$ cat config.mk
export PLATFORM = sky130hd
export DESIGN_NAME = uart_regs_top
export DESIGN_NICKNAME = d
export VERILOG_FILES = /design/src/common/uart_pkg.sv /design/src/modem/modem_line_monitor.sv /design/src/logic/uart_reg_bank.sv /design/src/logic/uart_baud_gen.sv /design/src/logic/uart_int_ctrl.sv /design/src/logic/uart_regs_top.sv
export VERILOG_INCLUDE_DIRS = /design/src /design/src/common
export SDC_FILE = /design/constraint.sdc
export NUM_CORES = 1
export LEC_CHECK = 0
export ABC_AREA = 1
export BUFFER_PORTS_ARGS = -buffer_cell sky130_fd_sc_hd__buf_4
export CAP_MARGIN = 0
export CORE_ASPECT_RATIO = 0.7
export CORE_MARGIN = 5
export CORE_UTILIZATION = 45
export CTS_BUF_LIST = sky130_fd_sc_hd__clkbuf_16
export DETAILED_ROUTE_END_ITERATION = 8
export GPL_TIMING_DRIVEN = 0
export SETUP_SLACK_MARGIN = 0.5
export SLEW_MARGIN = 10
export SYNTH_ARGS = -nofsm -noshare
export SYNTH_HDL_FRONTEND = slang
export SYNTH_HIERARCHICAL = 1
export SYNTH_SLANG_ARGS = --single-unit
$ cat constraint.sdc
create_clock -name clk -period 3.9 [get_ports clk]
set_input_delay 0.585 -clock clk [delete_from_list [all_inputs] [get_ports clk]]
set_output_delay 0.585 -clock clk [all_outputs]
set_load 0.05 [all_outputs]
$ cat src/common/uart_macros.svh
//////////////////////////////////////////////////////////////////////
// register map and constants of the 16550-style control block
//////////////////////////////////////////////////////////////////////

`ifndef UART_MACROS_SVH
`define UART_MACROS_SVH

// register addresses
`define UART_REG_RB_TR 3'd0  // rx buffer, DL low when DLAB
`define UART_REG_IE    3'd1  // IER, DL high when DLAB
`define UART_REG_II    3'd2  // IIR on read
`define UART_REG_LC    3'd3
`define UART_REG_MC    3'd4
`define UART_REG_LS    3'd5  // line status, reads zero here
`define UART_REG_MS    3'd6
`define UART_REG_SR    3'd7  // scratch

// line control
`define UART_LCR_RESET 8'h03  // 8 data bits, no parity, 1 stop
`define UART_LCR_DLAB  7

// interrupt enable and identification
`define UART_IER_MS    3
`define UART_IIR_NONE  4'h1
`define UART_IIR_MS    4'h0
`define UART_IIR_FIXED 4'hC

// modem side
`define UART_MODEM_LINES 4

`endif

$ cat src/common/uart_pkg.sv
//////////////////////////////////////////////////////////////////////
// types shared by the UART register block and its testbench
// modem line bit i is line i of the monitors (0 cts .. 3 dcd)
//////////////////////////////////////////////////////////////////////

package uart_pkg;

  // bus side
  typedef logic [2:0]  reg_addr_t;  // register address
  typedef logic [7:0]  reg_data_t;  // register data byte

  // baud divisor latch and its down counter
  typedef logic [15:0] divisor_t;

  // four modem lines in MSR order
  // used for the pads, the line status and the delta flags
  typedef struct packed {
    logic dcd;  // bit 3
    logic ri;   // bit 2
    logic dsr;  // bit 1
    logic cts;  // bit 0
  } modem_lines_t;

  // modem control register, 5 bits
  typedef struct packed {
    logic loop;  // loopback enable
    logic out2;  // loops to dcd
    logic out1;  // loops to ri
    logic rts;   // rts pad, loops to cts
    logic dtr;   // dtr pad, loops to dsr
  } mcr_t;

endpackage

$ cat src/modem/modem_line_monitor.sv
//////////////////////////////////////////////////////////////////////
// LINE 0..3 is cts, dsr, ri, dcd; pad is active low
//////////////////////////////////////////////////////////////////////

`timescale 1ns/1ps

module modem_line_monitor import uart_pkg::*; #(
  parameter int LINE = 0
) (
  input  logic clk,
  input  logic wb_rst_i,
  input  logic pad_i,
  input  mcr_t mcr_i,
  input  logic msr_rd_i,
  output logic status_o,  // registered effective line
  output logic delta_o    // sticky change flag
);

  logic       sync_q1;
  logic       sync_q2;
  logic [3:0] lb_src;     // loopback sources in line order
  logic       line_eff;

  assign lb_src   = {mcr_i.out2, mcr_i.out1, mcr_i.dtr, mcr_i.rts};
  assign line_eff = mcr_i.loop ? lb_src[LINE] : ~sync_q2;

  // two-flop synchronizer, idles high like an inactive pad
  always_ff @(posedge clk or posedge wb_rst_i) begin
    if (wb_rst_i) begin
      sync_q1 <= 1'b1;
      sync_q2 <= 1'b1;
    end else begin
      sync_q1 <= pad_i;
      sync_q2 <= sync_q1;
    end
  end

  // status doubles as the delayed copy for change detection
  always_ff @(posedge clk or posedge wb_rst_i) begin
    if (wb_rst_i) begin
      status_o <= 1'b0;
      delta_o  <= 1'b0;
    end else begin
      status_o <= line_eff;
      if (msr_rd_i) delta_o <= 1'b0;  // read clears
      else          delta_o <= delta_o || (line_eff != status_o);
    end
  end

endmodule

$ cat src/logic/uart_reg_bank.sv
//////////////////////////////////////////////////////////////////////
// writes land on the next clk edge, reads are combinational
// no FIFO behind addr 0, so it reads zero unless DLAB is set
//////////////////////////////////////////////////////////////////////

`timescale 1ns/1ps

`include "uart_macros.svh"

module uart_reg_bank import uart_pkg::*; (
  input  logic         clk,
  input  logic         wb_rst_i,
  input  reg_addr_t    wb_addr_i,
  input  reg_data_t    wb_dat_i,
  input  logic         wb_we_i,
  input  logic         wb_re_i,
  output reg_data_t    wb_dat_o,
  input  modem_lines_t line_status_i,
  input  modem_lines_t line_delta_i,
  input  logic         ms_pending_i,
  output mcr_t         mcr_o,
  output divisor_t     dl_o,
  output logic         dl_lo_wr_o,
  output logic         ier_ms_o,
  output logic         msr_rd_o
);

  reg_data_t  lcr;
  logic [3:0] ier;      // only the low nibble exists
  reg_data_t  scratch;
  logic       dlab;
  logic       msr_read;

  assign dlab     = lcr[`UART_LCR_DLAB];
  assign ier_ms_o = ier[`UART_IER_MS];
  assign msr_read = wb_re_i && (wb_addr_i == `UART_REG_MS);

  //////////////////////////////////////////////////////////////////////
  // write decode
  //////////////////////////////////////////////////////////////////////

  always_ff @(posedge clk or posedge wb_rst_i) begin
    if (wb_rst_i) begin
      lcr        <= `UART_LCR_RESET;
      ier        <= '0;
      dl_o       <= '0;
      mcr_o      <= '0;
      scratch    <= '0;
      dl_lo_wr_o <= 1'b0;
    end else begin
      dl_lo_wr_o <= 1'b0;  // single cycle unless rewritten
      if (wb_we_i) begin
        case (wb_addr_i)
          `UART_REG_RB_TR: begin
            if (dlab) begin
              dl_o[7:0]  <= wb_dat_i;
              dl_lo_wr_o <= 1'b1;  // restart baud counter
            end
          end
          `UART_REG_IE: begin
            if (dlab) dl_o[15:8] <= wb_dat_i;
            else      ier        <= wb_dat_i[3:0];
          end
          `UART_REG_LC: lcr     <= wb_dat_i;
          `UART_REG_MC: mcr_o   <= wb_dat_i[4:0];  // upper bits dropped
          `UART_REG_SR: scratch <= wb_dat_i;
          default: ;  // FCR and the rest are not kept
        endcase
      end
    end
  end

  // msr read pulse, also fires once out of reset to flush deltas
  always_ff @(posedge clk or posedge wb_rst_i) begin
    if (wb_rst_i) begin
      msr_rd_o <= 1'b1;
    end else begin
      msr_rd_o <= msr_read;
    end
  end

  //////////////////////////////////////////////////////////////////////
  // read mux
  //////////////////////////////////////////////////////////////////////

  always_comb begin
    case (wb_addr_i)
      `UART_REG_RB_TR: wb_dat_o = dlab ? dl_o[7:0] : 8'h00;
      `UART_REG_IE:    wb_dat_o = dlab ? dl_o[15:8] : {4'h0, ier};
      `UART_REG_II:    wb_dat_o = {`UART_IIR_FIXED,
                                   ms_pending_i ? `UART_IIR_MS : `UART_IIR_NONE};
      `UART_REG_LC:    wb_dat_o = lcr;
      `UART_REG_MC:    wb_dat_o = {3'b000, mcr_o};
      `UART_REG_LS:    wb_dat_o = 8'h00;  // no line status here
      `UART_REG_MS:    wb_dat_o = {line_status_i, line_delta_i};  // state high, deltas low
      `UART_REG_SR:    wb_dat_o = scratch;
    endcase
  end

endmodule

$ cat src/logic/uart_baud_gen.sv
//////////////////////////////////////////////////////////////////////
// one-cycle enable every DL clocks, silent while DL is zero
//////////////////////////////////////////////////////////////////////

`timescale 1ns/1ps

module uart_baud_gen import uart_pkg::*; (
  input  logic     clk,
  input  logic     wb_rst_i,
  input  divisor_t dl_i,
  input  logic     dl_lo_wr_i,
  output logic     baud_o
);

  divisor_t dlc;  // down counter
  logic     dlc_zero;

  assign dlc_zero = (dlc == '0);

  always_ff @(posedge clk or posedge wb_rst_i) begin
    if (wb_rst_i) begin
      dlc <= '0;
    end else if (dl_lo_wr_i || dlc_zero) begin
      dlc <= dl_i - divisor_t'(1);  // preset, wraps when DL is 0
    end else begin
      dlc <= dlc - divisor_t'(1);
    end
  end

  // pulse when count hits zero, gated off for DL of 0
  always_ff @(posedge clk or posedge wb_rst_i) begin
    if (wb_rst_i) begin
      baud_o <= 1'b0;
    end else begin
      baud_o <= dlc_zero && (dl_i != '0);
    end
  end

endmodule

$ cat src/logic/uart_int_ctrl.sv
//////////////////////////////////////////////////////////////////////
// modem-status interrupt only, int_o trails the pending flag by 1
//////////////////////////////////////////////////////////////////////

`timescale 1ns/1ps

module uart_int_ctrl import uart_pkg::*; (
  input  logic         clk,
  input  logic         wb_rst_i,
  input  logic         ier_ms_i,
  input  modem_lines_t line_delta_i,
  input  logic         msr_rd_i,
  output logic         ms_pending_o,
  output logic         int_o
);

  logic ms_cond;    // enabled and some delta up
  logic ms_cond_d;
  logic ms_rise;

  assign ms_cond = ier_ms_i && (|line_delta_i);
  assign ms_rise = ms_cond && !ms_cond_d;

  always_ff @(posedge clk or posedge wb_rst_i) begin
    if (wb_rst_i) begin
      ms_cond_d    <= 1'b0;
      ms_pending_o <= 1'b0;
      int_o        <= 1'b0;
    end else begin
      ms_cond_d <= ms_cond;
      // msr read wins, then rise; masking by IER drops it
      if (msr_rd_i)     ms_pending_o <= 1'b0;
      else if (ms_rise) ms_pending_o <= 1'b1;
      else              ms_pending_o <= ms_pending_o && ier_ms_i;
      int_o <= ms_pending_o;
    end
  end

endmodule

$ cat src/logic/uart_regs_top.sv
//////////////////////////////////////////////////////////////////////
// control side of a 16550-style UART, no transmitter or receiver
// modem pads are active low and synchronized inside
//////////////////////////////////////////////////////////////////////

`timescale 1ns/1ps

`include "uart_macros.svh"

module uart_regs_top import uart_pkg::*; (
  input  logic         clk,
  input  logic         wb_rst_i,
  input  reg_addr_t    wb_addr_i,
  input  reg_data_t    wb_dat_i,
  input  logic         wb_we_i,
  input  logic         wb_re_i,
  output reg_data_t    wb_dat_o,
  input  modem_lines_t modem_pads_i,
  output logic         rts_pad_o,
  output logic         dtr_pad_o,
  output logic         int_o,
  output logic         baud_o
);

  mcr_t              mcr;
  divisor_t          dl;
  logic              dl_lo_wr;
  logic              ier_ms;
  logic              msr_rd;
  logic              ms_pending;
  wire modem_lines_t line_status;  // one bit per monitor
  wire modem_lines_t line_delta;

  assign rts_pad_o = mcr.rts;
  assign dtr_pad_o = mcr.dtr;

  uart_reg_bank uart_reg_bank_inst (
    .clk          (clk),
    .wb_rst_i     (wb_rst_i),
    .wb_addr_i    (wb_addr_i),
    .wb_dat_i     (wb_dat_i),
    .wb_we_i      (wb_we_i),
    .wb_re_i      (wb_re_i),
    .wb_dat_o     (wb_dat_o),
    .line_status_i(line_status),
    .line_delta_i (line_delta),
    .ms_pending_i (ms_pending),
    .mcr_o        (mcr),
    .dl_o         (dl),
    .dl_lo_wr_o   (dl_lo_wr),
    .ier_ms_o     (ier_ms),
    .msr_rd_o     (msr_rd)
  );

  uart_baud_gen uart_baud_gen_inst (
    .clk       (clk),
    .wb_rst_i  (wb_rst_i),
    .dl_i      (dl),
    .dl_lo_wr_i(dl_lo_wr),
    .baud_o    (baud_o)
  );

  // one monitor per modem line, index picks the loopback source
  for (genvar i = 0; i < `UART_MODEM_LINES; i++) begin : g_line
    modem_line_monitor #(
      .LINE(i)
    ) modem_line_monitor_inst (
      .clk     (clk),
      .wb_rst_i(wb_rst_i),
      .pad_i   (modem_pads_i[i]),
      .mcr_i   (mcr),
      .msr_rd_i(msr_rd),
      .status_o(line_status[i]),
      .delta_o (line_delta[i])
    );
  end

  uart_int_ctrl uart_int_ctrl_inst (
    .clk         (clk),
    .wb_rst_i    (wb_rst_i),
    .ier_ms_i    (ier_ms),
    .line_delta_i(line_delta),
    .msr_rd_i    (msr_rd),
    .ms_pending_o(ms_pending),
    .int_o       (int_o)
  );

endmodule

Word-level counts from Yosys, hierarchy flattened
Cells that the tools add are included.
{"block": "op_classes", "bitwise_logic": 5, "n_reduce_logical": 21, "mux": 18, "n_addsub": 2, "n_eq_ne": 11}
{"cell": "8-bit case mux with 8 select lines", "n": 1}
{"cell": "16-bit by 1-bit subtractor with 16-bit output, second input constant", "n": 2}
{"cell": "16-bit zero test", "n": 1}
{"cell": "16-bit 2-to-1 mux", "n": 1}
{"cell": "8-bit 2-to-1 mux", "n": 2}
{"cell": "16-bit nonzero test", "n": 1}
{"cell": "1-bit 2-to-1 mux", "n": 14}
{"cell": "3-bit equality test, second input constant", "n": 4}
{"cell": "3-bit AND reduction", "n": 3}
{"cell": "3-bit by 2-bit equality test with 1-bit output, second input constant", "n": 2}
{"cell": "2-bit AND reduction", "n": 3}
{"cell": "1-bit logical AND", "n": 5}
{"cell": "1-bit logical OR", "n": 5}
{"cell": "1-bit inverter", "n": 5}
{"cell": "1-bit != test", "n": 4}
{"cell": "4-bit OR reduction", "n": 1}
{"cell": "3-bit by 1-bit equality test with 1-bit output, second input constant", "n": 1}
{"cell": "3-bit zero test", "n": 1}
{"cell": "1-bit zero test", "n": 1}
{"block": "word_totals", "register_bits": 79, "elab_cells": 90, "input_bits": 19, "out_inout_bits": 12}

Longest topological paths before layout
Gate-level depths: netlist (run 1).
{"block": "depth", "word_depth": 5, "ltp_mapped": 14, "depth_no_buf": 13}

Hierarchy
Netlist (run 1), hierarchy kept.
{"module": "uart_reg_bank", "cells_each": 266, "n_inst": 1, "area_per_inst_um2": 2104.5, "seq_area_each_um2": 1079.8}
{"module": "uart_baud_gen", "cells_each": 187, "n_inst": 1, "area_per_inst_um2": 1285.0, "seq_area_each_um2": 425.4}
{"module": "modem_line_monitor", "cells_each": 20, "n_inst": 4, "area_per_inst_um2": 193.9, "seq_area_each_um2": 102.6}
{"module": "uart_int_ctrl", "cells_each": 14, "n_inst": 1, "area_per_inst_um2": 125.1, "seq_area_each_um2": 75.1}

Worst setup path before layout (run 1)
No wires, ideal clock.
{"block": "synth_path", "path_type": "input-to-output", "startpoint": "in wb_addr_i[2]", "endpoint": "out wb_dat_o[4]", "required_ns": 3.315, "arrival_time_ns": 1.535, "path_buffers": 2, "cell_stages": 6, "slack_ns": 1.780, "cell_sequence": "buf_2 buf_2 nand4_1 nand2_1 nor2_1 nand3_1"}
{"block": "synth_between", "elab_chain_cells": 2, "elab_cells_between_ends": 9, "classes_between": "7 x eq/ne; 1 x mux; 1 x reduce/logical"}
{"item": "start, declared", "line": "uart_regs_top.sv:13", "text": "input reg_addr_t wb_addr_i,"}
{"item": "3-bit equality test, or another cell as far along", "line": "uart_reg_bank.sv:87", "text": "case (wb_addr_i)"}
{"item": "8-bit case mux with 8 select lines *", "line": "uart_reg_bank.sv:87"}
{"item": "end, declared", "line": "uart_regs_top.sv:17", "text": "output reg_data_t wb_dat_o,"}
Every way passes the cells marked *; elsewhere a longest branch is shown, timed or not.

Worst setup path in the final report (run 1)
{"block": "layout_path", "startpoint": "in wb_addr_i[0]", "endpoint": "out wb_dat_o[4]"}
The elaborated chain is that of the path after synthesis.

==> reports/summary.md, run 1 <==
The run finished with clean final reports. The power share of the combinational group is 30.4%, and the wire length per cell after detailed routing is 15.58 um. Net load switching power: 1086 uW. The share of total power dissipated in the clock network is 27.8%. Number of hold violations in the final report: 0. The area growth from synthesis to layout is 16.10%. At the later pin of the worst-skew pair, clock insertion delay measures 0.33 ns. The first global-routing pass estimated 18710 um of wire. The worst setup path is launched from an input port. The last weighted congestion value of the routability-driven placer was 0.8903; the DRC violation total after the first TritonRoute iteration was 374.

Post-synth design cell area: 0.004290 mm2. The tree is rooted in a clkbuf_16. The die width is 126.7 um. The tools report the final HPWL from detailed placement as 8552 um. Dividing the synthesized area by the synthesized cell count gives 7.843 um2. The detail route stage leaves a number of antenna-violating nets equal to 0. Data on the critical path arrives at its endpoint at 1.85 ns.

For this run, the total global-route usage over all layers was measured as 20.46%. In this run the post-CTS setup repair buffer count came out at 0. TritonCTS built the clock tree. The post-layout net count is 609.

After global routing the overflow that remains totals 0. Dividing total power by cell area gives a power density of 586.6 mW/mm2. The sequential cells in the finished layout cover a total of 0.001991 mm2.

The number of cells in the finished layout apart from fillers is 718. Average via count per standard cell: 5.175. Counting every sink on the clock net gives 79. The number of enable-type register cells in the synthesized netlist came out at 0.

Among all flip-flop cells after synthesis, the most frequent one is dfrtp_1. Once the floorplan was initialized, standard cells occupied 46.74% of the core. The depth of the CTS H-tree is 3, and the sequential group share of total power is 41.8%.

For this design the static power due to leakage is 0.002482 uW. After floorplanning, the core was sized to cover 0.009180 mm2. Once the clock tree was built, the resizer swapped 0 gates to a different size. The run gives 0.01162 mm2 as the full die area. Once placement completed, the tool counted placed cells totaling 702. In the final layout, the share of cells above drive strength 1 is 19.87%. During synthesis, Yosys emitted a total of 6 warnings.

The tools report the pin count of the biggest net entering global routing as 36. Largest fanout on the critical path: 10. The via count of the routed design is 3716.

The total number of placement rows came out at 29. The run gives 0 as the max-slew violation count. The logs give 11190 um for the total detailed-routing wirelength and 3535 for the number of global-route vias before repair.

The fmax came out at 0.4108 GHz. Type of the tightest min-delay check: input port to asynchronous set/reset pin. Of the available clock period, the critical path in the final layout requires 62.41%. The initial antenna violation count is 0. By startpoint and endpoint, the worst setup path is classified as input port to primary output. In this run the deepest clock path goes through 2 buffers. For this run, design rule violations remaining after detail routing come to 0. The final count of negative-setup-slack endpoints was 0. STA puts the critical path data required time at 3.31 ns.

The run gives 304.4 uV as the largest voltage drop on the vdd net. The switching share of total power was 37.18%. The tool flagged a number of max-cap violations equal to 0. Counting every net in the synthesized netlist gives 567. Clock period minus worst slack: 2.434 ns. After synthesis, the netlist uses 36 different library cells.

The synthesized flop and latch total was 79. The area occupied by multi-input gates was 0.001881 mm2; the fraction of synthesis flops using an asynchronous set or reset pin was 100.0%. Sequential cells were found to cover 46.40% of the synthesized design area. Measured along the y axis, the die boundary spans 91.70 um. The count of port buffers added during placement came out at 30.

After filler insertion, the fill cell instance count of the layout stands at 887. The tools report the first-pass iteration count of the detailed router as 5. The number of placed I/O pins came out at 31. Gate count of the mapped netlist: 547. The clock slew at the register clock pins of the worst setup and hold paths was 0.06 ns; the transition time of the tightest slew-check pin was 0.7081 ns. TritonCTS created 9 clock buffers. The repair_antennas step left the layout with diodes totalling 0. Setup repair after global routing left no endpoint under its margin.

In the final timing run, aggregate negative setup slack is 0 ns. The worst setup path is captured at a primary output. For this design, the CTS-stage hold fixing added 0 buffers. Measured against its own limit, the worst slew margin works out to 52.74%.

Between clock sinks in the finished design, the worst skew comes to 0.004500 ns. Internal power comes to 1836 uW.
[cell usage in the layout (no fill, tap or decap), types with 11 or more instances in the layout]
cell type / netlist / routed
buf_4: 0 / 30
dfrtp_1: 68 / 68
dfstp_2: 11 / 11
inv_1: 62 / 62
nand2_1: 173 / 173
nand3_1: 38 / 38
nand3_2: 11 / 11
nand4_1: 12 / 12
nor2_1: 46 / 46
o21ai_1: 37 / 37
[path summary, 6_finish.rpt]
check                                                     startpoint                                         to  slack (ns)  cells past startpoint
hold / removal                                              wb_rst_i                   uart_int_ctrl_inst/int_o        0.19                      2
setup / recovery                                        wb_addr_i[0]                                wb_dat_o[4]        1.47                      8
min in group clk           g_line[0].modem_line_monitor_inst/sync_q1  g_line[0].modem_line_monitor_inst/sync_q2        0.35                      0
hold reg to reg            g_line[0].modem_line_monitor_inst/sync_q1  g_line[0].modem_line_monitor_inst/sync_q2        0.35                      0
setup reg to reg                          uart_baud_gen_inst/dlc[15]                 uart_baud_gen_inst/dlc[12]        1.60                     14
max in group asynchronous                                   wb_rst_i                 uart_baud_gen_inst/dlc[11]        3.01                      2
[logic make-up after synthesis]
kind of cell             Yosys count  synth area share [%]
AO/OA/AOI/OAI                     52                 6.445
XOR/XNOR                           6                 1.400
adder cells (fa/ha/maj)            1                0.2916
buffers and inverters             89                 9.769
flip-flops                        79                 46.40
AND/OR/NAND/NOR                  320                 35.70
[sequential cells by signal, summed over array words and instances, names as in the netlist, 4 cells and up]
name	cells
uart_baud_gen_inst/dlc	16
uart_reg_bank_inst/dl_o	16
uart_reg_bank_inst/lcr	8
uart_reg_bank_inst/scratch	8
uart_reg_bank_inst/mcr_o	5
g_line.modem_line_monitor_inst/delta_o	4
g_line.modem_line_monitor_inst/status_o	4
g_line.modem_line_monitor_inst/sync_q1	4
g_line.modem_line_monitor_inst/sync_q2	4
uart_reg_bank_inst/ier	4
[power by group through the flow]
stage	clock (uW)	combinational, uW	sequential [uW]
2_1_floorplan	0	669	1190
3_3_place_gp	0	852	1230
3_5_place_dp	0	876	1230
4_1_cts	834	882	1220
5_1_grt	873	1010	1250
6_report	813	888	1220
[cells in the mapped netlist, types with 2 or more instances]
library cell    n  area (um2)
nand2_2        10       62.56
nor2_4          5       56.30
clkinv_8        4       65.06
nand4_1        12       75.07
dfstp_2        11       289.0
nand2_1       173       649.4
nor2_2          4       25.02
clkbuf_1        4       15.01
buf_2           7       35.03
nand3_1        38       190.2
xor2_1          4       35.03
nand3b_1       10       75.07
nand2_4         4       45.04
dfrtp_1        68        1702
o21ai_1        37       185.2
inv_2           8       30.03
o21ai_0         8       40.04
nor2_1         46       172.7
inv_1          62       232.7
nor4_1          4       25.02
nand3_2        11       110.1
a21oi_1         2       10.01
buf_6           2       22.52
[final cells by class]
| type | count | share of cell area (%) |
|---|---|---|
| Clock buffer | 9 | 4.521 |
| Inverter | 75 | 6.657 |
| Timing Repair Buffer | 31 | 4.923 |
| Buffer | 14 | 1.758 |
| Multi-Input combinational cell | 379 | 37.75 |
| Tap cell | 124 | 3.115 |
| Sequential cell | 79 | 39.96 |
| Clock inverter | 7 | 1.306 |
[critical path: stages]
cell      delay, ns
buf_4          0.14
clkbuf_1       0.36
nor2_1         0.17
nand2_1        0.10
nand2_1        0.05
nor2_1         0.12
nand3_1        0.12
buf_4          0.21
[layer usage]
layer	share of wire (%)	global-route usage, %	up-vias
li1	-	-	1815
met1	51	31.93	1763
met2	40	27.82	120
met3	8.1	5.575	18
met4	1.4	5.089	0
met5	0	0	-
[through the flow]
stage | setup slack (ns) | cell area, um2 | power, uW | util (%) | hold WS, ns
2_1_floorplan | 1.780 | 4290 | 1855 | - | 0.3386
3_3_place_gp | 1.494 | 4671 | 2080 | 50.88 | 0.3454
3_5_place_dp | 1.482 | 4691 | 2106 | 51.10 | 0.3469
4_1_cts | 1.473 | 4981 | 2933 | 54.26 | 0.1856
5_1_grt | 1.332 | 4981 | 3127 | 54.26 | 0.1934
6_report | 1.466 | 4981 | 2922 | 54.26 | 0.1924
Power figures use the tool's default switching activity.
==> run 2: changes to the inputs <==
==> constraint.sdc (replaced) <==
create_clock -name clk -period 2.4 [get_ports clk]
set_input_delay 0.36 -clock clk [delete_from_list [all_inputs] [get_ports clk]]
set_output_delay 0.36 -clock clk [all_outputs]
set_load 0.05 [all_outputs]
==> reports/summary.md, run 2 (same netlist as run 1, synthesis figures left out) <==
The flow ran to the end, and the final reports show no timing, DRC or antenna violations. The full die area was 0.01162 mm2 (unchanged). Placeable core region: 0.009180 mm2 (unchanged). TritonCTS built the clock tree.

The tools report the launching instance or port of the critical path as uart_baud_gen_inst/dlc[14]. The post-placement cell area was 0.004691 mm2 (unchanged). The worst max-slew margin expressed relative to the limit is 53.46% (+0.73 points). The data arrival at the endpoint of the critical path is 2.19 ns (+0.34 ns). In the layout the commonest cells are 155 x nand2_1, 66 x dfrtp_1, 58 x inv_1. The tools report the clock latency reported for the late side of the worst-skew pair as 0.33 ns (about the same). For the total DRC errors in the routed layout, the log shows 0 (unchanged). The largest registers in the layout are uart_baud_gen_inst/dlc x16, uart_reg_bank_inst/dl_o x16.

Post-place setup slack: 0.1466 ns (-1.336 ns). The final count of negative-setup-slack endpoints was 0 (unchanged); the final instance area was 0.005396 mm2 (+8.3%). The worst-case reg-to-reg path depth was 14 (unchanged). Total number of placement rows: 29 (unchanged).

For the initial standard-cell utilization of the core, the log shows 46.74% (unchanged). The wire length per cell after detailed routing was 16.01 um (+2.7%); the total detailed-routing wirelength was 11760 um (+5.2%). The pin count of the biggest net entering global routing is 36 (unchanged). The largest stage delay on the critical path came out at 0.40 ns (+0.04 ns). The run gives 0.1324 ns (-0.05992 ns) as the post-route worst hold slack.

The number of global-route vias before repair is 3636 (+2.9%), and the DRC violation total after the first TritonRoute iteration is 379 (+1.3%). Master cell of the clock root buffer: clkbuf_16. The run gives 31 (unchanged) as the number of placed I/O pins.

The commonest non-fill, non-tap cell in the layout is nand2_1. The count of nets left with antenna violations after detail routing was 0 (unchanged). Derived from the worst setup path, the maximum achievable clock frequency is 0.5074 GHz. The worst-case register-to-register setup slack was 0.43 ns (-1.17 ns); the y dimension of the die was 91.70 um (unchanged). The most numerous cell type found on the critical path is nand2_1. The logs give 8552 um (unchanged) for the final HPWL from detailed placement and 2.62 ns (-0.69 ns) for the critical path data required time. The clock slew at the register clock pins of the worst setup and hold paths is 0.06 ns (about the same), and the clock skew is 0.005910 ns (+0.001410 ns). The via count of the routed design is 3812 (+2.6%). The leakage power figure was 0.002641 uW (+6.4%); the clock net sink count was 79 (unchanged). The post-layout net count is 626 (+2.8%). The tools report the depth of the CTS H-tree as 3 (unchanged).

The max-slew violation count is 0 (unchanged). Aggregate global-route resource usage: 20.98% (+0.52 points). The power density over the cells came out at 953.3 mW/mm2 (+63%). The final setup slack of the worst path was 0.4292 ns (-1.037 ns); the die width was 126.7 um (unchanged). The worst path uses 82.12% of the clock period. The tools report the source of the worst register-to-register timing path as uart_baud_gen_inst/dlc[14].

The transition time of the tightest slew-check pin is 0.6973 ns (-0.01087 ns), and the last weighted congestion value of the routability-driven placer is 0.8903 (unchanged). The largest fanout on the critical path was 5 (-5); the number of cells on the worst hold path was 1. Following the worst setup path forward leads to its endpoint at uart_baud_gen_inst/dlc[14].

The antenna diode count came out at 0 (unchanged). The run gives 2 (unchanged) as the maximum buffer depth of the clock tree. The path class of the tightest hold or removal check is input port to register.

The number of hold violations in the final report came out at 0 (unchanged). The overall overflow remaining after global route was 0 (unchanged). The average via count per standard cell is 5.186 (+0.21%), and the max-cap check violation count is 0 (unchanged). The tools report the first-pass iteration count of the detailed router as 5 (unchanged). Setup repair after global routing could not meet its margin everywhere.

Count of port buffers added during placement: 30 (unchanged). In this run the critical register-to-register path is captured at uart_baud_gen_inst/dlc[14]. The logs give 9 (unchanged) for the CTS buffer count and 19180 um (+2.5%) for the first-pass GRT wire length. The share of layout cells above drive strength 1 was 28.97% (+9.1 points); the post-route setup TNS was 0 ns (unchanged).

Traced cell by cell, the critical path runs through nor2_4 -> nand2_1 -> nor2_2 -> nand2_4 -> nand2_4 -> buf_8 -> nand2_4 -> o21ai_4 -> ha_4 -> nand3_4 -> nor2_4 -> nand2_1 -> nand2_1 -> nand2_1. The worst setup path is of the register to register kind. The largest voltage drop on the vdd net came out at 496.9 uV (+63%). STA classifies the critical path endpoint as a register. The synthesis-to-finish area growth works out to 25.78%.

The initial antenna violation count is 0 (unchanged). The clock period minus worst slack works out to 1.971 ns. STA classifies the critical path startpoint as a register. The largest individual stage delay along the critical path comes from the cell dfrtp_1.
[run 2: repair_timing]
action / in CTS / in global routing
gates cloned: 1 / 2
hold buffers: 1 / 0
pin swaps: 10 / 28
setup buffers: 9 / 4
endpoints found under the setup margin: 20 / 22
endpoints found under the hold margin: 11 / 0
gates resized for setup: 28 / 53
[run 2: report_power, final]
group	total, uW	leakage (uW)	internal [uW]	switching (uW)
clock	1330	0.000136	796	532
combinational	1800	0.00155	704	1100
sequential	2020	0.000952	1680	340
[run 2: stage by stage]
stage	total power, uW	std cells	utilization, %
4_1_cts	4956	729	56.69
5_1_grt	5469	735	58.78
3_3_place_gp	3379	701	50.88
2_1_floorplan	3014	547	-
6_report	5144	735	58.78
3_5_place_dp	3423	702	51.10
[run 2: cell type report]
| cell class | instances | area, um2 |
|---|---|---|
| multi-input combinational | 380 | 2083 |
| fill | 830 | 3784 |
| timing repair buffer | 47 | 434.2 |
| inverter | 75 | 334.1 |
| clock buffer | 9 | 225.2 |
| clock inverter | 7 | 65.06 |
| buffer | 14 | 106.4 |
| tap | 124 | 155.1 |
| sequential | 79 | 1993 |
[run 2: worst min path at each step]
stage / start / end
floorplan: wb_rst_i / uart_int_ctrl_inst/int_o
global placement: wb_rst_i / uart_int_ctrl_inst/int_o
detailed placement: wb_rst_i / uart_int_ctrl_inst/int_o
CTS: modem_pads_i[0] / g_line[0].modem_line_monitor_inst/sync_q1
global route: modem_pads_i[0] / g_line[0].modem_line_monitor_inst/sync_q1
finish: modem_pads_i[2] / g_line[2].modem_line_monitor_inst/sync_q1
[run 2: worst max-delay path: cells and delay by family, from the launching register on]
kind / cells / cell delay (ns)
simple gates: 11 / 1.04
flops: 1 / 0.40
fa+ha+maj: 1 / 0.20
buf+inv: 1 / 0.14
compound gates: 1 / 0.07
[run 2: routing by layer]
metal	global-route usage (%)	up-vias	share of wire, %
met5	0	-	0
met4	5.625	0	1.6
met3	5.633	18	7.5
met2	28.92	124	41
met1	32.31	1818	50
li1	-	1852	-
